`src/debug_pkg.sv`:
```
package debug_pkg;

// Sizes
localparam int RAM_ADDR_BITS = 11;
localparam int FB_ADDR_BITS = 20;
localparam int FB_DATA_BITS = 16;
localparam int FB_QUEUE_DEPTH = 2;

// Address map, compared after masking
localparam logic [15:0] RAM_BASE_MASK = 16'hE000;
localparam logic [15:0] FB_BASE_MASK = 16'hF000;
localparam logic [15:0] FB_BASE = 16'h6000;

// Window offsets
localparam logic [2:0] FB_TRIGGER_OFFSET = 3'd4;
localparam logic [2:0] FB_DATA_HI_OFFSET = 3'd5;

// Read value for holes in the map
localparam logic [7:0] UNMAPPED_DATA = 8'hFF;

// One bus access from the master
typedef struct packed {
	logic [15:0] addr;
	logic [7:0]  wdata;
	logic        write;
} bus_req_t;

typedef struct packed {
	logic [7:0] rdata;
} bus_rsp_t;

// One frame buffer write request
typedef struct packed {
	logic [FB_ADDR_BITS-1:0] addr;
	logic [FB_DATA_BITS-1:0] data;
} fb_req_t;

// Access issued by the controller to the datapath
typedef enum logic [2:0] {
	OP_NONE,
	OP_RAM_RD,
	OP_RAM_WR,
	OP_REG_RD,
	OP_REG_WR,
	OP_FB_PUSH
} access_op_e;

// Controller sequencing
typedef enum logic [1:0] {
	ST_IDLE,
	ST_ACCESS,
	ST_WAIT,
	ST_RESP
} ctrl_state_e;

endpackage
```
`src/fb_req_queue.sv`:
```
`timescale 1ns/1ps

module fb_req_queue import debug_pkg::*; (
	input  logic    clkRAM,
	input  logic    n_reset,
	input  logic    push,
	input  fb_req_t push_req,
	output logic    space,
	output fb_req_t fb_req,
	output logic    fb_valid,
	input  logic    fb_ready
);

fb_req_t mem [FB_QUEUE_DEPTH];
logic [$clog2(FB_QUEUE_DEPTH)-1:0] wr_ptr, rd_ptr;
logic [$clog2(FB_QUEUE_DEPTH+1)-1:0] count;
logic pop;

assign fb_valid = (count != 0);
assign fb_req = mem[rd_ptr];
assign pop = fb_valid && fb_ready;

// Registered count keeps q_space free of the fb_ready path
assign space = (count < FB_QUEUE_DEPTH);

always_ff @(posedge clkRAM, negedge n_reset)
	if (~n_reset) begin
		wr_ptr <= '0;
		rd_ptr <= '0;
		count <= '0;
		for (int i = 0; i < FB_QUEUE_DEPTH; i++)
			mem[i] <= '0;
	end else begin
		if (push) begin
			mem[wr_ptr] <= push_req;
			if (wr_ptr == FB_QUEUE_DEPTH - 1)
				wr_ptr <= '0;
			else
				wr_ptr <= wr_ptr + 1'b1;
		end
		if (pop) begin
			if (rd_ptr == FB_QUEUE_DEPTH - 1)
				rd_ptr <= '0;
			else
				rd_ptr <= rd_ptr + 1'b1;
		end
		// Simultaneous push and pop leaves the count alone
		if (push && !pop)
			count <= count + 1'b1;
		else if (pop && !push)
			count <= count - 1'b1;
	end

endmodule

```
`config.mk`:
```
export PLATFORM = sky130hd
export DESIGN_NAME = fb_req_queue
export DESIGN_NICKNAME = d
export VERILOG_FILES = /design/src/debug_pkg.sv /design/src/fb_req_queue.sv
export SDC_FILE = /design/constraint.sdc
export NUM_CORES = 1
export LEC_CHECK = 0
export BUFFER_PORTS_ARGS = -buffer_cell sky130_fd_sc_hd__buf_4
export CORE_MARGIN = 2
export CORE_UTILIZATION = 37
export CTS_CLUSTER_SIZE = 20
export DETAILED_ROUTE_END_ITERATION = 12
export GPL_TIMING_DRIVEN = 0
export PLACE_DENSITY = 0.69
export SKIP_CTS_REPAIR_TIMING = 1
export SLEW_MARGIN = 0
export SYNTH_ARGS = -nofsm -noshare
export SYNTH_HDL_FRONTEND = slang
export SYNTH_SLANG_ARGS = --single-unit
```
`constraint.sdc`:
```
create_clock -name clkRAM -period 1.35 [get_ports clkRAM]
set_input_delay 0.0675 -clock clkRAM [delete_from_list [all_inputs] [get_ports clkRAM]]
set_output_delay 0.0675 -clock clkRAM [all_outputs]
set_load 0.02 [all_outputs]
```
## Yosys cells after proc, flatten, opt, wreduce, memory -nomap -nowiden

Cells that the tools add are included.

| storage, ports and cells | value |
|---|---|
| flip-flop bits (word level) | 76 |
| input bits | 40 |
| output and inout port bits | 38 |
| word-level logic and storage cells | 35 |

| cells by class | value |
|---|---|
| add/sub/neg operators | 4 |
| magnitude comparators | 4 |
| multiplexer cells | 10 |
| bitwise gates (word level) | 2 |
| reductions and logical operators | 8 |

Operator list:

| kind | count |
|---|---|
| $mux 36 | 4 |
| $bwmux 72 | 1 |
| $demux 36 s1 | 1 |
| $ge 2x2->1 const B | 2 |
| $logic_and 1x1->1 | 4 |
| $mux 2 | 2 |
| $not 1->2 | 2 |
| $reduce_bool 2->1 | 2 |
| $add 1x1->1 const B | 2 |
| $add 2x1->2 const B | 1 |
| $logic_not 1->1 | 2 |
| $lt 2x1->1 const B | 1 |
| $lt 2x2->1 const B | 1 |
| $mux 1 | 2 |
| $sub 2x1->2 const B | 1 |

## Longest topological paths before layout

| logic depth | value |
|---|---|
| depth in word-level cells | 6 |
| mapped depth | 6 |
| mapped depth without buffers | 6 |

## Worst setup path after synthesis

OpenSTA, ideal clock, no wires.

| timing | value |
|---|---|
| kind | reg-to-reg |
| start point | reg count[0] |
| end point | reg count[1] |
| setup time | 0.128 ns |
| arrival | 1.325 ns |
| required time | 1.222 ns |
| path slack | -0.102 ns |
| cell stages (with the launch flop) | 7 |
| buffers on the path | 0 |
| period minus slack after synthesis | 1.452 ns |
| cells stage by stage | dfrtp_1 or2_2 nand2_1 ha_1 xor2_1 nor2_1 xnor2_1 |

| on the way | value |
|---|---|
| longest elaborated chain between the ends | 5 |
| elaborated cells between the ends (all ways) | 10 |
| those cells by class | add/sub (2); mux (2); reduce/logical (6) |

Ends and longest elaborated chain:

| what | line | RTL |
|---|---|---|
| from (decl) | fb_req_queue.sv:16 | `logic [$clog2(FB_QUEUE_DEPTH+1)-1:0] count;` |
| from (signal assigned) | fb_req_queue.sv:49 | `count <= count + 1'b1;` |
| from (signal assigned) | fb_req_queue.sv:51 | `count <= count - 1'b1;` |
| $reduce_bool 2->1 * | fb_req_queue.sv:19 | `assign fb_valid = (count != 0);` |
| via fb_valid | fb_req_queue.sv:10 | `output logic fb_valid,` |
| $logic_and 1x1->1 * | fb_req_queue.sv:21 | `assign pop = fb_valid && fb_ready;` |
| $logic_not 1->1 | fb_req_queue.sv:48 | `if (push && !pop)` |
| $logic_and 1x1->1 | fb_req_queue.sv:48 |  |
| $mux 2 or $reduce_bool 2->1 (tied branches) | -- |  |

Mark *: on every way through the listed nets, which the timed path passes. The rest lies on a longest branch. The select of a mux whose other input is x is not followed.
A chain may end at the register's enable or synchronous reset.

==> metrics.txt <==
outcome finished with violations; violated checks negative setup slack; layout cells sized above 1 0.6620; Vert. Die Dim 100.6 um; crit path launch rd_ptr; cells on worst reg2reg path 4; clock transition at the registers of the reported paths ~80 ps; CP Launch Type flip-flop; via count of the first global-routing pass ~2.1k; H-tree depth 3; Pleak between 2 and 2.5 nW; post-place setup slack -183.3 ps; Final Cell Area 5195 um2; most frequent cells in the layout dfrtp_1, mux2_2, buf_4, mux2_4, dlygate4sd3_1; Unique masters post-synth 16; crit share post-route 1.161; post-route clock skew ~11 ps; post-layout util 0.5676; final max-slew violation count 0; Final HPWL DP approximately 4300 um; total power between 10 and 15 mW; Area contributors post-synth dfrtp_1, mux2_2, mux2_4; switching power about 4.4 mW; Worst R2R End mem[37]; Placer Congestion about 0.67; Crit path buffers/inverters 3; first drt pass iteration count 5; instance count on the critical path 4; Final Hold Viols 0; Slew @ Worst Pin 977.5 ps; Syn-to-layout area delta 50.49%; post-synth top area cell dfrtp_1; CTS Root Cell clkbuf_8; CTS Buffer Depth 2; # diodes 0; Ports roughly 80; TritonCTS clock tree built; setup TNS -6726 ps; sequential share of the synthesized area 0.5509; final setup fails 45; cells after synthesis around 210; CP Class flip-flop to output port; final WL between 7000 and 8000 um; Port Buf Inserts between 70 and 80; DP Cell Count ~400; Worst setup endpoint fb_req[18]; pin count of the biggest net entering global routing 77; Fmax achieved 638.0 MHz; Hold Slack roughly 13 ps; Reg area ~1900 um2; syn avg cell area 16.68 um2; Clock power frac 0.152; area of the mapped netlist between 3000 and 4000 um2; clk_lat worst skew approximately 340 ps; Row Count 35; worst reg2reg setup slack -20 ps; Yosys top cell area share 0.5509; critical path's top delay family buffers and inverters; Max VDD drop ~1.5 mV; slew margin rel. 0.3484; clk sinks 76; fin nets between 300 and 400; first-pass GRT wire length about 10000 um; Initial Utilization 0.3772; crit path max-delay cell type dfrtp_1; Final WS setup -217.4 ps; Hold Crit Class primary input to flip-flop; Num CTS Buffers 9; drt wl/cell between 15 and 20 um; Max Cap Viol 0; Sw Ratio 0.3232; core footprint ~9200 um2; Arr. time, crit path 1500 ps; Power Internal 9.248 mW; Logic pwr share 0.550; RSZ-0062 raised after global routing yes; GRT Util Overall 0.1371; reg2reg start wr_ptr; synth warn 0; CP max stage delay about 360 ps; #FFs+latches synth between 70 and 80; DR iter-0 viols 27; vias per std cell 4.667; DIE WIDTH around 100 um; Worst setup EP type output port; drc violations 0; initial antenna violation count 0; critical path required time 1280 ps; cells along the critical path buf_8 -> buf_12 -> mux2_2 -> buf_4; min-delay src fb_ready; commonest non-fill, non-tap cell in the layout dfrtp_1; Die Footprint ~10000 um2; PD cells between 2000 and 3000 nW/um2; Finished Layout Cells between 400 and 500; Mapped Nets between 200 and 250; largest fanout on the critical path 10; Remaining Overflow, GRT 0; vias approximately 2.2k; post-layout min period approximately 1600 ps; Final ANT Viol Nets 0; area occupied by multi-input gates about 1500 um2; register share of total power 0.298; placed instance area between 4000 and 5000 um2; Filler cells around 750
-- sequential cells by signal (all words and copies together) (netlist names) --
name    cells
wr_ptr      1
count       2
rd_ptr      1
mem        72
-- area by class of cell --
class | count | share of cell area
Sequential cell | 76 | 0.3663
Multi-Input combinational cell | 119 | 0.2832
Timing Repair Buffer | 133 | 0.2394
Clock inverter | 5 | 0.01927
Tap cell | 111 | 0.02673
Inverter | 1 | 0.0007225
Clock buffer | 10 | 0.02649
Buffer | 11 | 0.03781
-- cells by family after synthesis --
group                    synth area share
adder cells (fa/ha/maj)          0.003624
multiplexers                       0.3849
buffers and inverters             0.03951
flip-flops                         0.5509
AND/OR/NAND/NOR                  0.008337
XOR/XNOR                          0.01269
-- power by group through the flow --
stage | Combinational (mW) | Clock (mW) | Sequential, mW
after CTS | 6.25 | 2.15 | 4.02
after global routing | 7.95 | 2.25 | 4.21
after floorplan | 4.35 | 0 | 3.87
final | 7.51 | 2.08 | 4.07
after global placement | 6.16 | 0 | 3.98
after detailed placement | 6.23 | 0 | 4.04
-- worst min-delay path by stage --
stage / cells after the start / slack, ps / to
6_report: 3 / 10 / rd_ptr
5_1_grt: 3 / 8 / rd_ptr
4_1_cts: 1 / -100 / mem[22]
3_5_place_dp: 1 / 280 / mem[57]
3_3_place_gp: 1 / 280 / mem[58]
2_1_floorplan: 0 / -230 / count[0]
-- tightest hold or removal path, cell delays in order --
cell and delay, ps:
buf_4 110, nand2_2 80, xnor2_1 60
-- metal layers --
metal	GRT usage	up-vias	wire [um]
li1	-	1022	-
met1	0.1807	1095	3370
met2	0.2108	49	3682
met3	0.04508	9	273
met4	0.05058	0	82
met5	0	-	0
-- synth_stat cells --
cell      number
buf_2          4
mux2_4        30
inv_1          1
xnor2_1        3
or2_2          1
buf_6          1
nor2b_2        1
clkbuf_8       3
mux2_2        78
buf_12         3
nand2_2        1
nor2_1         1
ha_1           1
dfrtp_1       76
nand2_1        1
xor2_1         2
Power figures use the tool's default switching activity.
