==> src/debug_pkg.sv <==
package debug_pkg;

// Sizes
localparam int RAM_ADDR_BITS = 11;
localparam int FB_ADDR_BITS = 20;
localparam int FB_DATA_BITS = 16;
localparam int FB_QUEUE_DEPTH = 2;

// Address map, compared after masking
localparam logic [15:0] RAM_BASE_MASK = 16'hE000;
localparam logic [15:0] FB_BASE_MASK = 16'hF000;
localparam logic [15:0] FB_BASE = 16'h6000;

// Window offsets
localparam logic [2:0] FB_TRIGGER_OFFSET = 3'd4;
localparam logic [2:0] FB_DATA_HI_OFFSET = 3'd5;

// Read value for holes in the map
localparam logic [7:0] UNMAPPED_DATA = 8'hFF;

// One bus access from the master
typedef struct packed {
	logic [15:0] addr;
	logic [7:0]  wdata;
	logic        write;
} bus_req_t;

typedef struct packed {
	logic [7:0] rdata;
} bus_rsp_t;

// One frame buffer write request
typedef struct packed {
	logic [FB_ADDR_BITS-1:0] addr;
	logic [FB_DATA_BITS-1:0] data;
} fb_req_t;

// Access issued by the controller to the datapath
typedef enum logic [2:0] {
	OP_NONE,
	OP_RAM_RD,
	OP_RAM_WR,
	OP_REG_RD,
	OP_REG_WR,
	OP_FB_PUSH
} access_op_e;

// Controller sequencing
typedef enum logic [1:0] {
	ST_IDLE,
	ST_ACCESS,
	ST_WAIT,
	ST_RESP
} ctrl_state_e;

endpackage
==> src/fb_port_regs.sv <==
`timescale 1ns/1ps

module fb_port_regs import debug_pkg::*; (
	input  logic       clkRAM,
	input  logic       n_reset,
	input  access_op_e op,
	input  logic [2:0] offset,
	input  logic [7:0] wdata,
	output logic [7:0] rdata,
	output logic       push,
	output fb_req_t    push_req
);

// Offsets 0 to 2 address, 4 data low, 5 data high, rest reserved
logic [7:0] regs [8];
logic [FB_ADDR_BITS-1:0] cur_addr, next_addr;

assign cur_addr = {regs[2][3:0], regs[1], regs[0]};
// Wraps at 20 bits
assign next_addr = cur_addr + 1'b1;

assign rdata = regs[offset];

// Request leaves with the address before the increment
assign push = (op == OP_FB_PUSH);
assign push_req.addr = cur_addr;
assign push_req.data = {regs[FB_DATA_HI_OFFSET], wdata};

always_ff @(posedge clkRAM, negedge n_reset)
	if (~n_reset) begin
		for (int i = 0; i < 8; i++)
			regs[i] <= 8'h00;
	end else begin
		case (op)
		OP_REG_WR:
			// Top address byte only keeps its low nibble
			if (offset == 3'd2)
				regs[2] <= {4'h0, wdata[3:0]};
			else
				regs[offset] <= wdata;
		OP_FB_PUSH: begin
			regs[FB_TRIGGER_OFFSET] <= wdata;
			{regs[2], regs[1], regs[0]} <= {4'h0, next_addr};
		end
		default: ;
		endcase
	end

endmodule

==> config.mk <==
export PLATFORM = sky130hd
export DESIGN_NAME = fb_port_regs
export DESIGN_NICKNAME = d
export VERILOG_FILES = /design/src/debug_pkg.sv /design/src/fb_port_regs.sv
export SDC_FILE = /design/constraint.sdc
export NUM_CORES = 1
export LEC_CHECK = 0
export BUFFER_PORTS_ARGS = -buffer_cell sky130_fd_sc_hd__buf_2
export CAP_MARGIN = 20
export CELL_PAD_IN_SITES_DETAIL_PLACEMENT = 1
export CELL_PAD_IN_SITES_GLOBAL_PLACEMENT = 1
export CORE_MARGIN = 10
export CORE_UTILIZATION = 40
export CTS_CLUSTER_DIAMETER = 50
export DETAILED_ROUTE_END_ITERATION = 12
export GPL_ROUTABILITY_DRIVEN = 1
export PLACE_DENSITY = 0.8
export SLEW_MARGIN = 20
export SYNTH_ARGS = -nofsm -noshare
export SYNTH_HDL_FRONTEND = slang
export SYNTH_SLANG_ARGS = --single-unit
export TNS_END_PERCENT = 100
==> constraint.sdc <==
create_clock -name clkRAM -period 3.2 [get_ports clkRAM]
set_input_delay 0.64 -clock clkRAM [delete_from_list [all_inputs] [get_ports clkRAM]]
set_output_delay 0.64 -clock clkRAM [all_outputs]
set_load 0.01 [all_outputs]
[Word-level counts from Yosys, hierarchy flattened]
Cells that the tools add are included.
Cells by class
  add/subtract/negate cells: 1
  $lt $le $gt $ge: 2
  eq/ne operators: 4
  muxes and demuxes: 11
  bitwise logic cells: 2
  reductions and logical operators: 4
Operator list (number)
  bitwise mux 64 bit: 1
  case mux 24 bit (2 select lines): 1
  two-way mux 32 bit: 1
  two-way mux 8 bit: 4
  binary-select mux 8 bit (select 3 bit): 1
  demux 8 bit (select 3 bit): 1
  adder 20 x 1 -> 20 bit, second input constant: 1
  two-way mux 16 bit: 1
  case mux 8 bit (2 select lines): 1
  == test 3 bit, second input constant: 2
  >= comparator 4 bit, second input constant: 1
  < comparator 4 x 1 -> 1 bit, second input constant: 1
  NOT 3 -> 4 bit: 1
  AND reduction 2 bit: 2
  == test 3 x 2 -> 1 bit, second input constant: 1
  != test 2 bit, second input constant: 1
  nonzero test 2 bit: 1
  logical AND 1 bit: 1
  NOT 1 bit: 1
Storage, ports and cells
  register bits after elaboration: 64
  input bits: 16
  output and inout port bits: 45
  logic and storage cells: 32

[Longest topological paths before layout]
  word-level depth: 8
  gate-level depth with buffers: 6
  depth with buffers taken out: 5

[Worst setup path before layout]
OpenSTA, ideal clock, no wires.
  path kind: input to output
  from: in offset[2]
  to: out rdata[0]
  arrival: 1909 ps
  data required time: 2560 ps
  slack: 651 ps
  cell stages on the path: 4
  buffers on the path: 2
  cells stage by stage: clkbuf_1 clkbuf_1 mux4_2 mux2_2
On the way
  word-level cells in the longest chain between the ends: 4
Ends and longest elaborated chain
  start, declared: line fb_port_regs.sv:7  | input logic [2:0] offset,
  NOT 3 -> 4 bit (not written as such): line fb_port_regs.sv:22  | assign rdata = regs[offset];
  binary-select mux 8 bit (select 3 bit): line fb_port_regs.sv:22
  two-way mux 8 bit (not written as such) (2 in a row): line fb_port_regs.sv:22
  end, declared: line fb_port_regs.sv:9  | output logic [7:0] rdata,
No other way between the ends. The select of a mux whose other input is x is not followed.

[Worst setup path after layout]
  from: in offset[2]
  to: out rdata[7]
Same word-level chain as after synthesis.

==> impl_metrics.csv <==
group,metric,value,unit
status,outcome,"finished clean",
route,drt-pass1-iter-count,5,
global_routing,grt_first_pass_wirelength,19.24,mm
timing,finalCriticalPeriod,2.785,ns
clock_tree,cts_max_path_buffers,2,
critical_path,path_max_fanout,29,
critical_path,startpoint_type,"input pin",
final_layout,postLayoutCellArea,0.004233,sq mm
logic_synthesis,syn-num-nets,381,
timing,fin_ws,0.4153,ns
global_routing,grt_pass1_vias,3331,
final_layout,final_common_cell,"dfrtp_1",
clock_tree,clk_pin_slew_worst_paths,0.08,ns
logic_synthesis,yosysSeqAreaShare,41.61,%
global_routing,track_usage,17.10,%
critical_path,cp.required,2.56,ns
timing,setup_tns,0,ns
logic_synthesis,yosys_warnings,0,
placed_design,gp_congestion,0.8291,
clock_tree,cts_resized,0,
global_routing,grt_max_degree,65,
power_and_ir_drop,ir_drop,0.3149,mV
route,wl_met1,5.163,mm
floorplanning,io_pins,61,
global_routing,gr-total-overflow,0,
global_routing,antenna_found_initial,0,
critical_path,worst_setup_path_end_kind,"primary output",
route,highest_layer,"met4",
logic_synthesis,synth-async-reset-ratio,100.0,%
logic_synthesis,synthFlopType,"dfrtp_1",
timing,worstMarginPinSlew,0.8663,ns
timing,min_period_over_period,87.02,%
final_layout,syn_to_final_growth,9.981,%
timing,max_slew_margin,41.86,%
final_layout,fill_cells,1068,
clock_tree,postCtsHoldBufs,0,
power_and_ir_drop,leakagePower,1.847,nW
clock_tree,cts_buffers,9,
placed_design,hpwl,8.407,mm
critical_path,worstPathArrival,2.14,ns
power_and_ir_drop,p_total,2.550,mW
critical_path,path_class,"input pin to primary output",
logic_synthesis,ys_types,58,
clock_tree,root_buffer,"clkbuf_8",
timing,hold_viol,0,
placed_design,place.port_buffers,60,
timing,rsz0062_at_grt,"false",
placed_design,placed_cells,504,
floorplanning,die_h,118.1,um
floorplanning,dieArea,0.01395,sq mm
route,via_per_inst,5.967,
timing,skew,0.005007,ns
final_layout,stdcell_count,520,
route,drtAntennaViolNets,0,
floorplanning,die_x,118.1,um
route,wl_per_cell,22.91,um
logic_synthesis,netlist_instances,364,
timing,fin_hold_ws,0.4602,ns
logic_synthesis,syn_avg_cell_area,10.57,sq um
final_layout,final_cell_mix,"64 x dfrtp_1, 60 x buf_2, 46 x mux2_2",
route,met2WireLength,5.949,mm
logic_synthesis,ys_ff_latch,64,
route,wl_met3,700,um
route,drt_iter0_markers,183,
route,drc,0,
power_and_ir_drop,power_density,602.5,mW/mm^2
clock_tree,cts_tree,"done",
placed_design,placed_area,0.004011,sq mm
timing,fmax,359.1,MHz
placed_design,post-place-ws,0.4389,ns
logic_synthesis,synth.cell_area,0.003849,sq mm
route,vias,3103,
clock_tree,h-tree-depth,3,
floorplanning,initial_core_util,41.46,%
timing,slew_viol_final,0,
min_path,holdCritPathClass,"input pin to asynchronous set/reset pin",
clock_tree,clock-sinks,64,
final_layout,drive_gt1_share,36.83,%
clock_tree,cts_setup_buffers,0,
run,cap_violations,0,
clock_tree,clock_latency,0.34,ns
final_layout,diodes,0,
final_layout,fin_nets,403,
final_layout,fin_util,45.59,%
floorplanning,core,0.009284,sq mm
route,drt-total-wl,11.92,mm
timing,setup_violations,0,
logic_synthesis,synth_edf_count,0,
floorplanning,num_rows,35,
==> report_power, final <==
part / switching (mW) / internal [mW]
Sequential: 0.193 / 0.958
Clock: 0.357 / 0.443
Combinational: 0.309 / 0.291
Total: 0.859 / 1.69
==> worst max-delay path: stages <==
cell	delay, ns
buf_2	0.46
nor2b_1	0.45
a22oi_1	0.17
o221ai_1	0.23
buf_2	0.18
==> metal layers <==
metal	vias to the layer above	global-route usage, %
met4	0	4.019
met2	98	28.55
met1	1611	21.75
met3	12	3.933
met5	-	0
li1	1382	-
==> Yosys cell counts, types with 2 or more instances <==
master | number | share of area, %
nor4_1 | 3 | 0.49
and2_1 | 7 | 1.1
and3_1 | 4 | 0.65
a22oi_1 | 5 | 0.98
o41ai_1 | 2 | 0.46
and3_2 | 2 | 0.39
buf_4 | 36 | 7.0
buf_2 | 5 | 0.65
a211oi_1 | 6 | 1.2
nor3_1 | 3 | 0.39
mux2_2 | 46 | 13
nand3_1 | 11 | 1.4
o221a_2 | 3 | 0.88
clkbuf_1 | 12 | 1.2
nor2b_1 | 4 | 0.65
mux4_2 | 5 | 2.9
nand4_1 | 8 | 1.3
mux2i_1 | 7 | 1.8
o221ai_1 | 5 | 1.1
nor2_1 | 14 | 1.4
or4_1 | 2 | 0.39
nor3b_1 | 2 | 0.39
nand3b_1 | 4 | 0.78
a22o_1 | 2 | 0.46
inv_1 | 4 | 0.39
o21ai_0 | 10 | 1.3
buf_1 | 3 | 0.29
dfrtp_1 | 64 | 42
a31oi_1 | 2 | 0.33
a221oi_1 | 2 | 0.46
o211ai_1 | 7 | 1.4
o21ai_1 | 2 | 0.26
o2bb2ai_1 | 2 | 0.46
a2bb2oi_1 | 3 | 0.68
nand2_1 | 25 | 2.4
or3_1 | 6 | 0.98
nand4b_1 | 2 | 0.46
and4_1 | 3 | 0.68
a21oi_1 | 12 | 1.6
==> cell type report <==
cell class / instances / area [sq um] / share of cell area [%]
multi-input cells: 239 / 1877 / 44.34
flip-flops and latches: 64 / 1602 / 37.84
inverters: 5 / 18.77 / 0.4434
repair buffers: 67 / 352.8 / 8.336
clock inverters: 6 / 93.84 / 2.217
well taps: 129 / 161.4 / 3.813
clock buffers: 10 / 127.6 / 3.015
==> flip-flops by register name, summed over array words and instances (netlist names) <==
name and flops:
regs 36, push_req 28
==> worst paths after layout <==
path | start | to | slack [ns] | cells past startpoint
worst max-delay path | offset[2] | rdata[7] | 0.42 | 5
worst min-delay path | n_reset | push_req[35] | 0.46 | 2
worst max register to register | push_req[16] | push_req[32] | 0.96 | 5
worst min register to register | regs[47] | regs[47] | 0.50 | 1
max in group asynchronous | n_reset | regs[30] | 2.16 | 2
min in group clkRAM | regs[47] | regs[47] | 0.50 | 1
==> cells by family after synthesis <==
logic type      count (synthesis)  share of synthesized area, %
fa+ha+maj                       1                        0.3250
buf+inv                        61                         9.622
flops                          64                         41.61
xor+xnor                        1                        0.2276
compound gates                 71                         13.30
simple gates                  107                         16.03
mux                            59                         18.89
Note: power is estimated with default switching activity, not from simulation.
