[config.mk]
export PLATFORM = sky130hd
export DESIGN_NAME = debug_bus_ctrl
export DESIGN_NICKNAME = d
export VERILOG_FILES = /design/src/debug_pkg.sv /design/src/debug_bus_ctrl.sv
export SDC_FILE = /design/constraint.sdc
export NUM_CORES = 1
export LEC_CHECK = 0
export BUFFER_PORTS_ARGS = -buffer_cell sky130_fd_sc_hd__buf_2
export CAP_MARGIN = 20
export CORE_ASPECT_RATIO = 0.5
export CORE_UTILIZATION = 40
export DETAILED_ROUTE_END_ITERATION = 6
export GPL_TIMING_DRIVEN = 0
export PLACE_DENSITY = 0.76
export SLEW_MARGIN = 0
export SYNTH_ARGS = -nofsm -noshare
export SYNTH_HDL_FRONTEND = slang
export SYNTH_SLANG_ARGS = --single-unit
[constraint.sdc]
create_clock -name clkRAM -period 3.25 [get_ports clkRAM]
set_input_delay 0.65 -clock clkRAM [delete_from_list [all_inputs] [get_ports clkRAM]]
set_output_delay 0.65 -clock clkRAM [all_outputs]
set_load 0.02 [all_outputs]
[src/debug_pkg.sv]
package debug_pkg;

// Sizes
localparam int RAM_ADDR_BITS = 11;
localparam int FB_ADDR_BITS = 20;
localparam int FB_DATA_BITS = 16;
localparam int FB_QUEUE_DEPTH = 2;

// Address map, compared after masking
localparam logic [15:0] RAM_BASE_MASK = 16'hE000;
localparam logic [15:0] FB_BASE_MASK = 16'hF000;
localparam logic [15:0] FB_BASE = 16'h6000;

// Window offsets
localparam logic [2:0] FB_TRIGGER_OFFSET = 3'd4;
localparam logic [2:0] FB_DATA_HI_OFFSET = 3'd5;

// Read value for holes in the map
localparam logic [7:0] UNMAPPED_DATA = 8'hFF;

// One bus access from the master
typedef struct packed {
	logic [15:0] addr;
	logic [7:0]  wdata;
	logic        write;
} bus_req_t;

typedef struct packed {
	logic [7:0] rdata;
} bus_rsp_t;

// One frame buffer write request
typedef struct packed {
	logic [FB_ADDR_BITS-1:0] addr;
	logic [FB_DATA_BITS-1:0] data;
} fb_req_t;

// Access issued by the controller to the datapath
typedef enum logic [2:0] {
	OP_NONE,
	OP_RAM_RD,
	OP_RAM_WR,
	OP_REG_RD,
	OP_REG_WR,
	OP_FB_PUSH
} access_op_e;

// Controller sequencing
typedef enum logic [1:0] {
	ST_IDLE,
	ST_ACCESS,
	ST_WAIT,
	ST_RESP
} ctrl_state_e;

endpackage
[src/debug_bus_ctrl.sv]
`timescale 1ns/1ps

module debug_bus_ctrl import debug_pkg::*; (
	input  logic        clkRAM,
	input  logic        n_reset,
	input  bus_req_t    bus_req,
	input  logic        bus_valid,
	output logic        bus_ready,
	output bus_rsp_t    bus_rsp,
	output logic        rsp_valid,
	output access_op_e  op,
	output logic [15:0] acc_addr,
	output logic [7:0]  acc_wdata,
	input  logic [7:0]  ram_rdata,
	input  logic [7:0]  reg_rdata,
	input  logic        q_space
);

ctrl_state_e state, state_next;
access_op_e dec_op, cur_op;
bus_req_t cur_req;
logic in_ram, in_fb;
logic accept, issue;
logic [7:0] rsp_byte;

// Region and offset decode of the incoming request
always_comb begin
	in_ram = (bus_req.addr & RAM_BASE_MASK) == 16'h0000;
	in_fb = (bus_req.addr & FB_BASE_MASK) == FB_BASE;
	if (in_ram)
		dec_op = bus_req.write ? OP_RAM_WR : OP_RAM_RD;
	else if (in_fb && bus_req.write)
		dec_op = (bus_req.addr[2:0] == FB_TRIGGER_OFFSET) ? OP_FB_PUSH : OP_REG_WR;
	else if (in_fb)
		dec_op = OP_REG_RD;
	else
		dec_op = OP_NONE;
end

// Hold off new requests while the response is still on the bus
assign bus_ready = (state == ST_IDLE) && !rsp_valid;
assign accept = bus_valid && bus_ready;

// A push only goes ahead with a free queue entry
assign issue = (state == ST_ACCESS || state == ST_WAIT) &&
	(cur_op != OP_FB_PUSH || q_space);

assign op = issue ? cur_op : OP_NONE;
assign acc_addr = cur_req.addr;
assign acc_wdata = cur_req.wdata;

always_comb begin
	state_next = state;
	case (state)
	ST_IDLE:
		if (accept)
			state_next = ST_ACCESS;
	ST_ACCESS, ST_WAIT:
		state_next = issue ? ST_RESP : ST_WAIT;
	ST_RESP:
		state_next = ST_IDLE;
	default:
		state_next = ST_IDLE;
	endcase
end

always_ff @(posedge clkRAM, negedge n_reset)
	if (~n_reset) begin
		state <= ST_IDLE;
		cur_op <= OP_NONE;
		rsp_valid <= 1'b0;
	end else begin
		state <= state_next;
		if (accept)
			cur_op <= dec_op;
		rsp_valid <= (state == ST_RESP);
	end

always_ff @(posedge clkRAM)
	if (accept)
		cur_req <= bus_req;

// Response byte source, writes answer with zero
always_comb begin
	case (cur_op)
	OP_RAM_RD:
		rsp_byte = ram_rdata;
	OP_REG_RD:
		rsp_byte = reg_rdata;
	OP_NONE:
		rsp_byte = cur_req.write ? 8'h00 : UNMAPPED_DATA;
	default:
		rsp_byte = 8'h00;
	endcase
end

always_ff @(posedge clkRAM)
	if (state == ST_RESP)
		bus_rsp.rdata <= rsp_byte;

endmodule

# Word level (Yosys, flattened, before mapping)
# Cells that the tools add are included.
dict set report totals {
  regBits 39
  input_bits 45
  out_inout_bits 37
  elab_cells 38
}
dict set report op_classes {
  eq_ne 9
  mux 11
  n_reduce_logical 11
}
# cell n
set ops {}
lappend ops {{$pmux 8 s3} 1}
lappend ops {{$logic_not 16->1} 1}
lappend ops {{$mux 3} 3}
lappend ops {{$mux 8} 1}
lappend ops {{$mux 2} 3}
lappend ops {{$pmux 2 s3} 1}
lappend ops {{$eq 2x2->1 const B} 2}
lappend ops {{$eq 4x3->1 const B} 1}
lappend ops {{$logic_and 1x1->1} 4}
lappend ops {{$eq 3x1->1 const B} 1}
lappend ops {{$eq 3x2->1 const B} 1}
lappend ops {{$eq 3x3->1 const B} 1}
lappend ops {{$logic_not 3->1} 1}
lappend ops {{$ne 3x3->1 const B} 1}
lappend ops {{$eq 2x1->1 const B} 1}
lappend ops {{$logic_not 2->1} 1}
lappend ops {{$logic_or 1x1->1} 2}
lappend ops {{$mux 1} 2}
lappend ops {{$ne 2x2->1 const B} 1}
lappend ops {{$reduce_or 2->1} 1}
lappend ops {{$logic_not 1->1} 1}

# Logic depth before layout (Yosys ltp)
# Gate-level depths: netlist of the first run.
dict set report logic_depth {
  ltp_word 5
  ltp_mapped 5
  depth_no_buf 5
}

# Least setup slack after synthesis of the first run
# OpenSTA, ideal clock, no wires.
dict set report synth_path {
  path_kind {reg-to-output}
  startpoint {register state[0]}
  endpoint {output port op[2]}
  arrival_time_ns 1.127
  required_ns 2.600
  setup_slack_ns 1.473
  stages_incl_launch_ff 5
  path_buffers 0
  cell_sequence {dfrtp_1 inv_1 ha_1 nand2_1 a21oi_1}
}
dict set report synth_between {
  elab_chain_cells 4
}
# element line
set synth_rtl {}
lappend synth_rtl {{from (decl)} debug_bus_ctrl.sv:19} ;# ctrl_state_e state, state_next;
lappend synth_rtl {{from (signal assigned)} debug_bus_ctrl.sv:73} ;# state <= state_next;
lappend synth_rtl {{$eq 2x1->1 or $eq 2x2->1 (tied branches)} debug_bus_ctrl.sv:45} ;# assign issue = (state == ST_ACCESS || state == ST_WAIT) &&
lappend synth_rtl {{$logic_or 1x1->1 (*)} debug_bus_ctrl.sv:45}
lappend synth_rtl {{$logic_and 1x1->1 (*)} debug_bus_ctrl.sv:45}
lappend synth_rtl {{$mux 3 (*)} debug_bus_ctrl.sv:48} ;# assign op = issue ? cur_op : OP_NONE;
lappend synth_rtl {{to (decl)} debug_bus_ctrl.sv:11} ;# output access_op_e op,
# Mark *: on every way between the ends. The rest lies on a longest branch, timed or not.

# Worst setup path after layout of the first run
# Ends and elaborated chain as after synthesis.

==> flow_summary.json, run 1 <==
{
  "slew_headroom_pct": 38.8,
  "layout_common_cells": "buf_2, edfxtp_1, buf_4",
  "die_y_um": 49.0,
  "post-route-drc-count": 0,
  "postRouteAntennaNets": 0,
  "cts-buffers-inserted": 5,
  "multi_input_area_um2": 398,
  "antenna_found_initial": 0,
  "slowest_stage": "dfrtp_1",
  "cp_num_buf_inv": 2,
  "initial_utilization_pct": 43.5,
  "cp_num_cells": 5,
  "ctsRootBufferMaster": "clkbuf_8",
  "final_common_cell": "buf_2",
  "skew_ns": 0.00184,
  "cp-startpoint": "state[0]$_DFFE_PN0P_",
  "clock_path_buffers": 2,
  "gp_congestion": 0.749,
  "num-fill-cells": 350,
  "synth_fp_nets": 180,
  "fin_total_pwr_uw": 1560,
  "crit_path_start_kind": "flop",
  "path_max_fanout": 6,
  "synthMuxAreaShare_pct": 1.27,
  "finalCritPeriodShare_pct": 64.6,
  "clock.fmax_mhz": 476,
  "post_cts_buffers": 0,
  "clock_latency_ns": 0.29,
  "cts.sinks": 39,
  "die_area_mm2": 0.00471,
  "synth_top_family_by_area": "buffers and inverters",
  "first_global_vias": 1251,
  "routed_wl_um": 3500,
  "required_ns": 2.60,
  "core_area_mm2": 0.00406,
  "hold_buffers": 0,
  "portBuffers": 81,
  "dp_hpwl_um": 2570,
  "setup_ws_ns": 1.15,
  "powerDensity_mw_per_mm2": 670,
  "placed_area_mm2": 0.00224,
  "drtPass1Iterations": 4,
  "post-place-ws_ns": 1.30,
  "path_class": "flop to output pin",
  "cts_tree": "yes",
  "synthTopCellsByArea": "edfxtp_1, buf_4, dfrtp_1",
  "r2r_setup_slack_ns": 1.36,
  "ios": 82,
  "crit_family": "flip-flops",
  "cts-resized-gates": 0,
  "hold_ws_ns": 0.172,
  "status": "finished, final reports clean",
  "r2r-start": "state[0]$_DFFE_PN0P_",
  "synth_seq_area_share_pct": 64.5,
  "rows": 16,
  "finalHoldViolCount": 0,
  "grt_max_degree": 26,
  "slew_violations": 0,
  "reg2reg_to": "acc_wdata[4]$_DFFE_PP_",
  "vdd_drop_max_v": 0.000300,
  "ff2ff_path_depth": 4,
  "post_drt_wl_per_cell_um": 12.7,
  "min_period_ns": 2.10,
  "syn_to_final_growth_pct": 31.3,
  "viasPerCell": 4.59,
  "fin_tns_setup_ns": 0,
  "crit_path_max_incr_delay_ns": 0.37,
  "setup_violations": 0,
  "path_clk_slew_ns": 0.07,
  "fp.dieW_um": 96.1,
  "crit_end": "op[2]",
  "cp.arrival_ns": 1.45,
  "crit_chain": "inv_1, ha_1, nand2_1, a21oi_1, buf_2",
  "gr-total-overflow": 0,
  "synth-compound-area-share_pct": 10.7,
  "yosysWarnings": 0,
  "power_leakage_uw": 0.00109,
  "ys_ff_latch": 39,
  "worst_pin_slew_ns": 0.917,
  "grt_usage_pct": 15.9,
  "ctsHtreeMaxLevel": 2,
  "cap_viol_max_count": 0,
  "final_nets": 268,
  "hp-class": "input port to asynchronous set/reset pin",
  "synth_top_area_share_pct": 56.0,
  "end_kind": "output pin",
  "dr.first_iter.drc_count": 38,
  "register_area_mm2": 0.00114,
  "yosysTopAreaCell": "edfxtp_1",
  "grt_pass1_wl_um": 5570,
  "drive_gt1_share_pct": 57.2,
  "synth_area_per_cell_um2": 13.3,
  "synthXorXnorAreaFrac_pct": 0,
  "synth_fa_ha_area_share_pct": 1.41,
  "antenna_cells": 0,
  "syn_area_mm2": 0.00177,
  "vias": 1267,
  "design_area_mm2": 0.00232,
  "synth.distinct_cells": 28,
  "synthSimpleGateAreaFrac_pct": 9.05,
  "rsz0062_at_grt": "no",
  "syn_inst": 133
}
==> cell usage after synthesis <==
| cell type | instances |
|---|---|
| a21o_1 | 8 |
| a21oi_1 | 1 |
| a21oi_2 | 8 |
| a22o_1 | 1 |
| a31oi_1 | 1 |
| a32o_1 | 1 |
| and2_1 | 1 |
| and2_2 | 1 |
| buf_2 | 4 |
| buf_4 | 24 |
| buf_6 | 1 |
| dfrtp_1 | 6 |
| edfxtp_1 | 33 |
| ha_1 | 2 |
| inv_1 | 5 |
| mux2_1 | 1 |
| mux2_2 | 1 |
| nand2_1 | 20 |
| nand2b_1 | 1 |
| nand3b_1 | 1 |
| nand3b_4 | 1 |
| nor2_1 | 3 |
| nor2b_1 | 2 |
| nor3b_1 | 1 |
| o22ai_1 | 1 |
| o31ai_1 | 2 |
| o41ai_1 | 1 |
| or2_1 | 1 |
==> sequential cells by signal, indices dropped and copies added, names as in the netlist <==
signal	flops
state	2
acc_addr	16
bus_rsp	8
acc_wdata	8
cur_op	3
cur_req	1
rsp_valid	1
==> layout make-up <==
class | instances | share of cell area [%]
Sequential cell | 39 | 49.1
Timing Repair Buffer | 81 | 17.4
Multi-Input combinational cell | 60 | 17.1
Buffer | 29 | 9.10
Clock buffer | 7 | 3.28
Tap cell | 54 | 2.91
Inverter | 5 | 0.808
Clock inverter | 1 | 0.215
==> worst register-to-register path, stage by stage (launching register included) <==
cell,delay [ns]
dfrtp_1,0.40
inv_1,0.07
ha_1,0.23
nand3b_4,0.13
inv_1,0.69
==> worst min path at each step <==
stage                     slack (ns)  startpoint                     to  depth (start not counted)
after floorplan                 0.35     n_reset  cur_op[0]$_DFFE_PN0P_                          0
after global placement          0.47     n_reset    rsp_valid$_DFF_PN0_                          1
after detailed placement        0.48     n_reset   state[0]$_DFFE_PN0P_                          1
after CTS                       0.17     n_reset   state[0]$_DFFE_PN0P_                          1
after global routing            0.17     n_reset   state[0]$_DFFE_PN0P_                          1
final                           0.17     n_reset   state[0]$_DFFE_PN0P_                          1
==> report_power, final <==
group | internal, uW | switching [uW] | total [uW] | leakage (uW)
sequential | 680 | 42.2 | 722 | 0.000379
clock | 151 | 159 | 310 | 0.0000422
combinational | 218 | 306 | 524 | 0.000669
==> per-stage QoR <==
step | instances | utilization [%]
final | 276 | 57.2
after global placement | 268 | 55.2
after floorplan | 133 | -
after global routing | 276 | 57.2
after CTS | 276 | 57.2
after detailed placement | 268 | 55.2
==> kinds of logic (layout without fill, tap and decap cells) <==
kind of cell	count (synthesis)	in the layout
buf+inv	34	123
mux	2	2
fa+ha+maj	2	2
compound gates	24	24
flops	39	39
simple gates	32	32
==> routing by layer <==
layer | GRT usage, % | routed length, um | vias up
met5 | 0 | 0 | -
met4 | 6.47 | 36 | 0
li1 | - | - | 619
met1 | 17.6 | 1410 | 587
met2 | 28.6 | 1810 | 56
met3 | 4.36 | 241 | 5
No activity file was read; power rests on OpenSTA's default activity.
==> run 2: changes to the inputs <==
- PLACE_DENSITY: 0.76 -> 0.79
- clock period: 3.25 -> 1.9 ns (I/O delays scaled with it)
==> run 2 against run 1 <==
Utilization rose by 0.86 points. Via count fell by 1.7%. Final cell count rose by 0.36%. Sequential share of layout area fell by 0.73 points. Wire length fell by 6.5%. Cell area rose by 1.5%. First-iteration DRC count rose by 18%. Worst hold slack improved by 0.10 ns. Clock power rose by 76%. Global-route usage fell by 1.2 points.
==> flow_summary.json, run 2 (synthesized netlist as in run 1, its figures left out) <==
{
  "die_y_um": 49.0,
  "final_common_cell": "buf_2",
  "cp_num_buf_inv": 2,
  "fp.dieW_um": 96.1,
  "final_nets": 269,
  "cp.arrival_ns": 1.37,
  "crit_chain": "inv_1, ha_4, nand2_1, a21oi_1, buf_2",
  "cts-buffers-inserted": 5,
  "vias": 1246,
  "finalCritPeriodShare_pct": 91.9,
  "min_period_ns": 1.75,
  "die_area_mm2": 0.00471,
  "vdd_drop_max_v": 0.000411,
  "crit_family": "flip-flops",
  "clock_path_buffers": 2,
  "path_clk_slew_ns": 0.07,
  "post_drt_wl_per_cell_um": 11.8,
  "grt_usage_pct": 14.7,
  "rows": 16,
  "fin_tns_setup_ns": 0,
  "post-route-drc-count": 0,
  "routed_wl_um": 3270,
  "portBuffers": 81,
  "status": "finished, final reports clean",
  "initial_utilization_pct": 43.5,
  "antenna_cells": 0,
  "path_max_fanout": 6,
  "gr-total-overflow": 0,
  "gp_congestion": 0.757,
  "hp-class": "input port to flop",
  "postRouteAntennaNets": 0,
  "post_cts_buffers": 0,
  "first_global_vias": 1219,
  "ctsHtreeMaxLevel": 2,
  "grt_max_degree": 26,
  "finalHoldViolCount": 0,
  "slowest_stage": "dfrtp_1",
  "viasPerCell": 4.50,
  "cts_tree": "yes",
  "ctsRootBufferMaster": "clkbuf_8",
  "clock_latency_ns": 0.28,
  "hold_ws_ns": 0.272,
  "required_ns": 1.52,
  "drive_gt1_share_pct": 57.8,
  "clock.fmax_mhz": 572,
  "syn_to_final_growth_pct": 33.3,
  "setup_violations": 0,
  "layout_common_cells": "buf_2, edfxtp_1, buf_4",
  "core_area_mm2": 0.00406,
  "skew_ns": 0.00321,
  "power_leakage_uw": 0.00109,
  "slew_violations": 0,
  "crit_path_start_kind": "flop",
  "cts.sinks": 39,
  "ios": 82,
  "powerDensity_mw_per_mm2": 1150,
  "largest_register_ffs": 16,
  "path_class": "flop to output pin",
  "end_kind": "output pin",
  "num-fill-cells": 340,
  "antenna_found_initial": 0,
  "drtPass1Iterations": 4,
  "grt_pass1_wl_um": 5090,
  "worst_pin_slew_ns": 0.496,
  "dp_hpwl_um": 2450,
  "crit_path_max_incr_delay_ns": 0.37,
  "slew_headroom_pct": 66.9,
  "dr.first_iter.drc_count": 45,
  "cap_viol_max_count": 0,
  "rsz0062_at_grt": "no"
}
-- run 2: cell count changes in the layout (fill, tap and decap cells not counted) --
| cell | change |
|---|---|
| clkbuf_1 | -1 |
| clkbuf_8 | +1 |
| clkinv_1 | +1 |
| clkinv_2 | -1 |
| clkinvlp_4 | +1 |
| dlygate4sd3_1 | +1 |
| ha_1 | -1 |
| ha_4 | +1 |
| inv_1 | -1 |
-- run 2: through the flow --
step           instance area (um^2)  setup slack (ns)  std cells  utilization [%]  total power [uW]
2_1_floorplan                  1770             0.256        133                -              1890
3_3_place_gp                   2240            0.0544        268             55.2              2110
3_5_place_dp                   2240            0.0141        268             55.2              2150
4_1_cts                        2340           0.00670        277             57.6              2700
5_1_grt                        2360            0.0347        277             58.0              2850
6_report                       2360             0.153        277             58.0              2710
-- run 2: routing by layer --
layer	wire (um)	vias to the layer above	track usage, %
li1	-	619	-
met1	1390	584	16.8
met2	1670	37	25.3
met3	161	6	4.36
met4	48	0	6.72
met5	0	-	0
-- run 2: path summary, 6_finish.rpt --
kind / from / end / slack [ns] / cells past startpoint
setup / recovery: state[1]$_DFFE_PN0P_ / op[2] / 0.15 / 5
hold / removal: bus_req[2] / acc_wdata[1]$_DFFE_PP_ / 0.27 / 1
setup reg to reg: state[1]$_DFFE_PN0P_ / acc_addr[10]$_DFFE_PP_ / 0.32 / 4
hold reg to reg: state[1]$_DFFE_PN0P_ / state[1]$_DFFE_PN0P_ / 0.54 / 1
max in group asynchronous: n_reset / state[1]$_DFFE_PN0P_ / 1.31 / 2
min in group asynchronous: n_reset / cur_op[2]$_DFFE_PN0P_ / 0.45 / 2
-- run 2: final cells by class --
| type | count | area [um^2] | area share (%) |
|---|---|---|---|
| Inverter | 5 | 22.5 | 0.955 |
| Clock buffer | 7 | 86.3 | 3.66 |
| Clock inverter | 1 | 3.75 | 0.159 |
| Sequential cell | 39 | 1140 | 48.4 |
| Tap cell | 54 | 67.6 | 2.86 |
| Multi-Input combinational cell | 60 | 410 | 17.4 |
| Buffer | 29 | 211 | 8.97 |
| Timing Repair Buffer | 82 | 415 | 17.6 |
-- run 2: report_power, final --
group	internal, uW	switching (uW)
registers	1160	65.6
logic	401	538
clock network	290	257
total	1850	860
-- run 2: worst reg2reg max path, cell delays in order (launching register included) --
cell and delay, ns:
dfrtp_1 0.37, inv_1 0.08, ha_4 0.17, nand3b_4 0.12
clkinvlp_4 0.43
-- run 2: timing repair --
item                                    CTS  global route
hold buffers                              1             0
endpoints found under the setup margin    0            26
endpoints found under the hold margin     6             0
gates resized for setup                   0             2
==> run 3: changes to the inputs <==
- REMOVE_ABC_BUFFERS: not set -> 1
==> run 3 against run 2 <==
Sequential cell count unchanged. Cell area decreased by 8.8%. Critical endpoint unchanged. Critical path type unchanged. Worst hold slack got worse by 0.0089 ns. Sequential power increased by 4%. Total power decreased by 2.0%. Wire length increased by 0.12%.
==> flow_summary.json, run 3 (synthesized netlist as in run 1, its figures left out) <==
{
  "status": "finished, final reports clean",
  "min_delay_worst_endpoint": "acc_wdata[2]$_DFFE_PP_",
  "cp.arrival_ns": 1.39,
  "portBuffers": 81,
  "dr.first_iter.drc_count": 27,
  "end_kind": "output pin",
  "crit_path_max_incr_delay_ns": 0.37,
  "die_y_um": 49.0,
  "ios": 82,
  "multi_input_area_um2": 410,
  "min_period_ns": 1.77,
  "vias": 1118,
  "r2r_setup_slack_ns": 0.30,
  "required_ns": 1.52,
  "post-route-drc-count": 0,
  "hold_start": "bus_req[3]",
  "setup_violations": 0,
  "fp.dieW_um": 96.1,
  "antenna_cells": 0,
  "grt_pass1_wl_um": 5030,
  "path_max_fanout": 6,
  "largest_register_ffs": 16,
  "r2r-start": "state[0]$_DFFE_PN0P_",
  "hold_ws_ns": 0.264,
  "final_nets": 240,
  "worst_pin_slew_ns": 0.516,
  "die_area_mm2": 0.00471,
  "clock_latency_ns": 0.29,
  "core_area_mm2": 0.00406,
  "path_clk_slew_ns": 0.07,
  "rows": 16,
  "cap_viol_max_count": 0,
  "viasPerCell": 4.51,
  "postRouteAntennaNets": 0,
  "drtPass1Iterations": 4,
  "rsz0062_at_grt": "no",
  "cts.sinks": 39,
  "final_common_cell": "buf_2",
  "slew_headroom_pct": 65.5,
  "gp_congestion": 0.798,
  "antenna_found_initial": 0,
  "slew_violations": 0,
  "ctsRootBufferMaster": "clkbuf_8",
  "layout_common_cells": "buf_2, edfxtp_1, nand2_1",
  "syn_to_final_growth_pct": 21.6,
  "powerDensity_mw_per_mm2": 1230,
  "grt_usage_pct": 14.7,
  "grt_max_degree": 26,
  "power_leakage_uw": 0.000945,
  "clock.fmax_mhz": 564,
  "initial_utilization_pct": 43.5,
  "finalHoldViolCount": 0,
  "register_area_mm2": 0.00114,
  "path_class": "flop to output pin",
  "post_drt_wl_per_cell_um": 13.2,
  "routed_wl_um": 3270,
  "cts_tree": "yes",
  "gr-total-overflow": 0,
  "skew_ns": 0.00590,
  "finalCritPeriodShare_pct": 93.2,
  "post_cts_buffers": 0,
  "slowest_stage": "dfrtp_1",
  "reg2reg_to": "acc_addr[8]$_DFFE_PP_",
  "hp-class": "input port to flop",
  "cts-buffers-inserted": 5,
  "fin_tns_setup_ns": 0,
  "crit_path_start_kind": "flop",
  "clock_path_buffers": 2,
  "ctsHtreeMaxLevel": 2,
  "num-fill-cells": 354,
  "crit_chain": "inv_1, ha_4, nand2_1, a21oi_1, buf_4",
  "drive_gt1_share_pct": 52.6,
  "first_global_vias": 1066,
  "ff2ff_path_depth": 4,
  "vdd_drop_max_v": 0.000358,
  "holdPathStages": 1
}
==> run 3: changes by cell type in the layout (fill, tap and decap cells not counted) <==
cell      before  now
dfrtp_1        6    5
clkinv_2       0    1
buf_2         85   80
dfrtp_2        0    1
buf_6          1    0
buf_4         24    1
clkinv_1       1    0
==> run 3: per-stage QoR <==
stage                     power [uW]  cells  utilization, %  setup slack, ns  cell area [um^2]
final                           2660    248            53.0            0.129              2150
after global routing            2820    248            53.0           0.0415              2150
after CTS                       2650    248            52.5          0.00500              2130
after detailed placement        2100    239            50.0          0.00584              2030
after global placement          2050    239            50.0           0.0859              2030
after floorplan                 1830    104               -            0.256              1560
==> run 3: area by class of cell <==
type,instances,area share (%)
clock buffers,7,4.01
flip-flops and latches,39,53.1
inverters,5,1.05
repair buffers,82,19.4
well taps,54,3.14
clock inverters,1,0.233
multi-input cells,60,19.1
==> run 3: how the worst max path moves through the flow <==
stage	to	slack, ns	from	cells past startpoint
6_report	op[2]	0.13	state[0]$_DFFE_PN0P_	5
5_1_grt	op[0]	0.04	cur_op[1]$_DFFE_PN0P_	3
4_1_cts	acc_addr[8]$_DFFE_PP_	0.005	state[0]$_DFFE_PN0P_	4
3_5_place_dp	acc_addr[8]$_DFFE_PP_	0.006	state[0]$_DFFE_PN0P_	4
3_3_place_gp	acc_wdata[4]$_DFFE_PP_	0.09	state[0]$_DFFE_PN0P_	4
2_1_floorplan	acc_addr[0]$_DFFE_PP_	0.26	state[0]$_DFFE_PN0P_	4
==> run 3: critical path: cells and delay by family (launching register included) <==
| family | cells | cell delay, ns |
|---|---|---|
| AND/OR/NAND/NOR | 1 | 0.06 |
| flip-flops | 1 | 0.37 |
| adder cells (fa/ha/maj) | 1 | 0.29 |
| AO/OA/AOI/OAI | 1 | 0.15 |
| buffers and inverters | 2 | 0.24 |
==> run 3: report_power, final <==
part	internal [uW]	total (uW)	switching, uW
combinational	350	824	474
sequential	1160	1280	119
clock	292	552	260
total	1800	2660	853
==> run 3: timing repair <==
action / CTS / global route
resized for setup: 0 / 5
endpoints found under the setup margin: 0 / 27
hold buffers: 1 / 0
endpoints found under the hold margin: 6 / 0
==> run 3: metal layers <==
metal	wire length (um)	vias to the layer above	GRT usage (%)
met1	1270	531	16.6
met3	153	4	4.21
met2	1810	23	26.1
met5	0	-	0
met4	40	0	5.97
li1	-	560	-
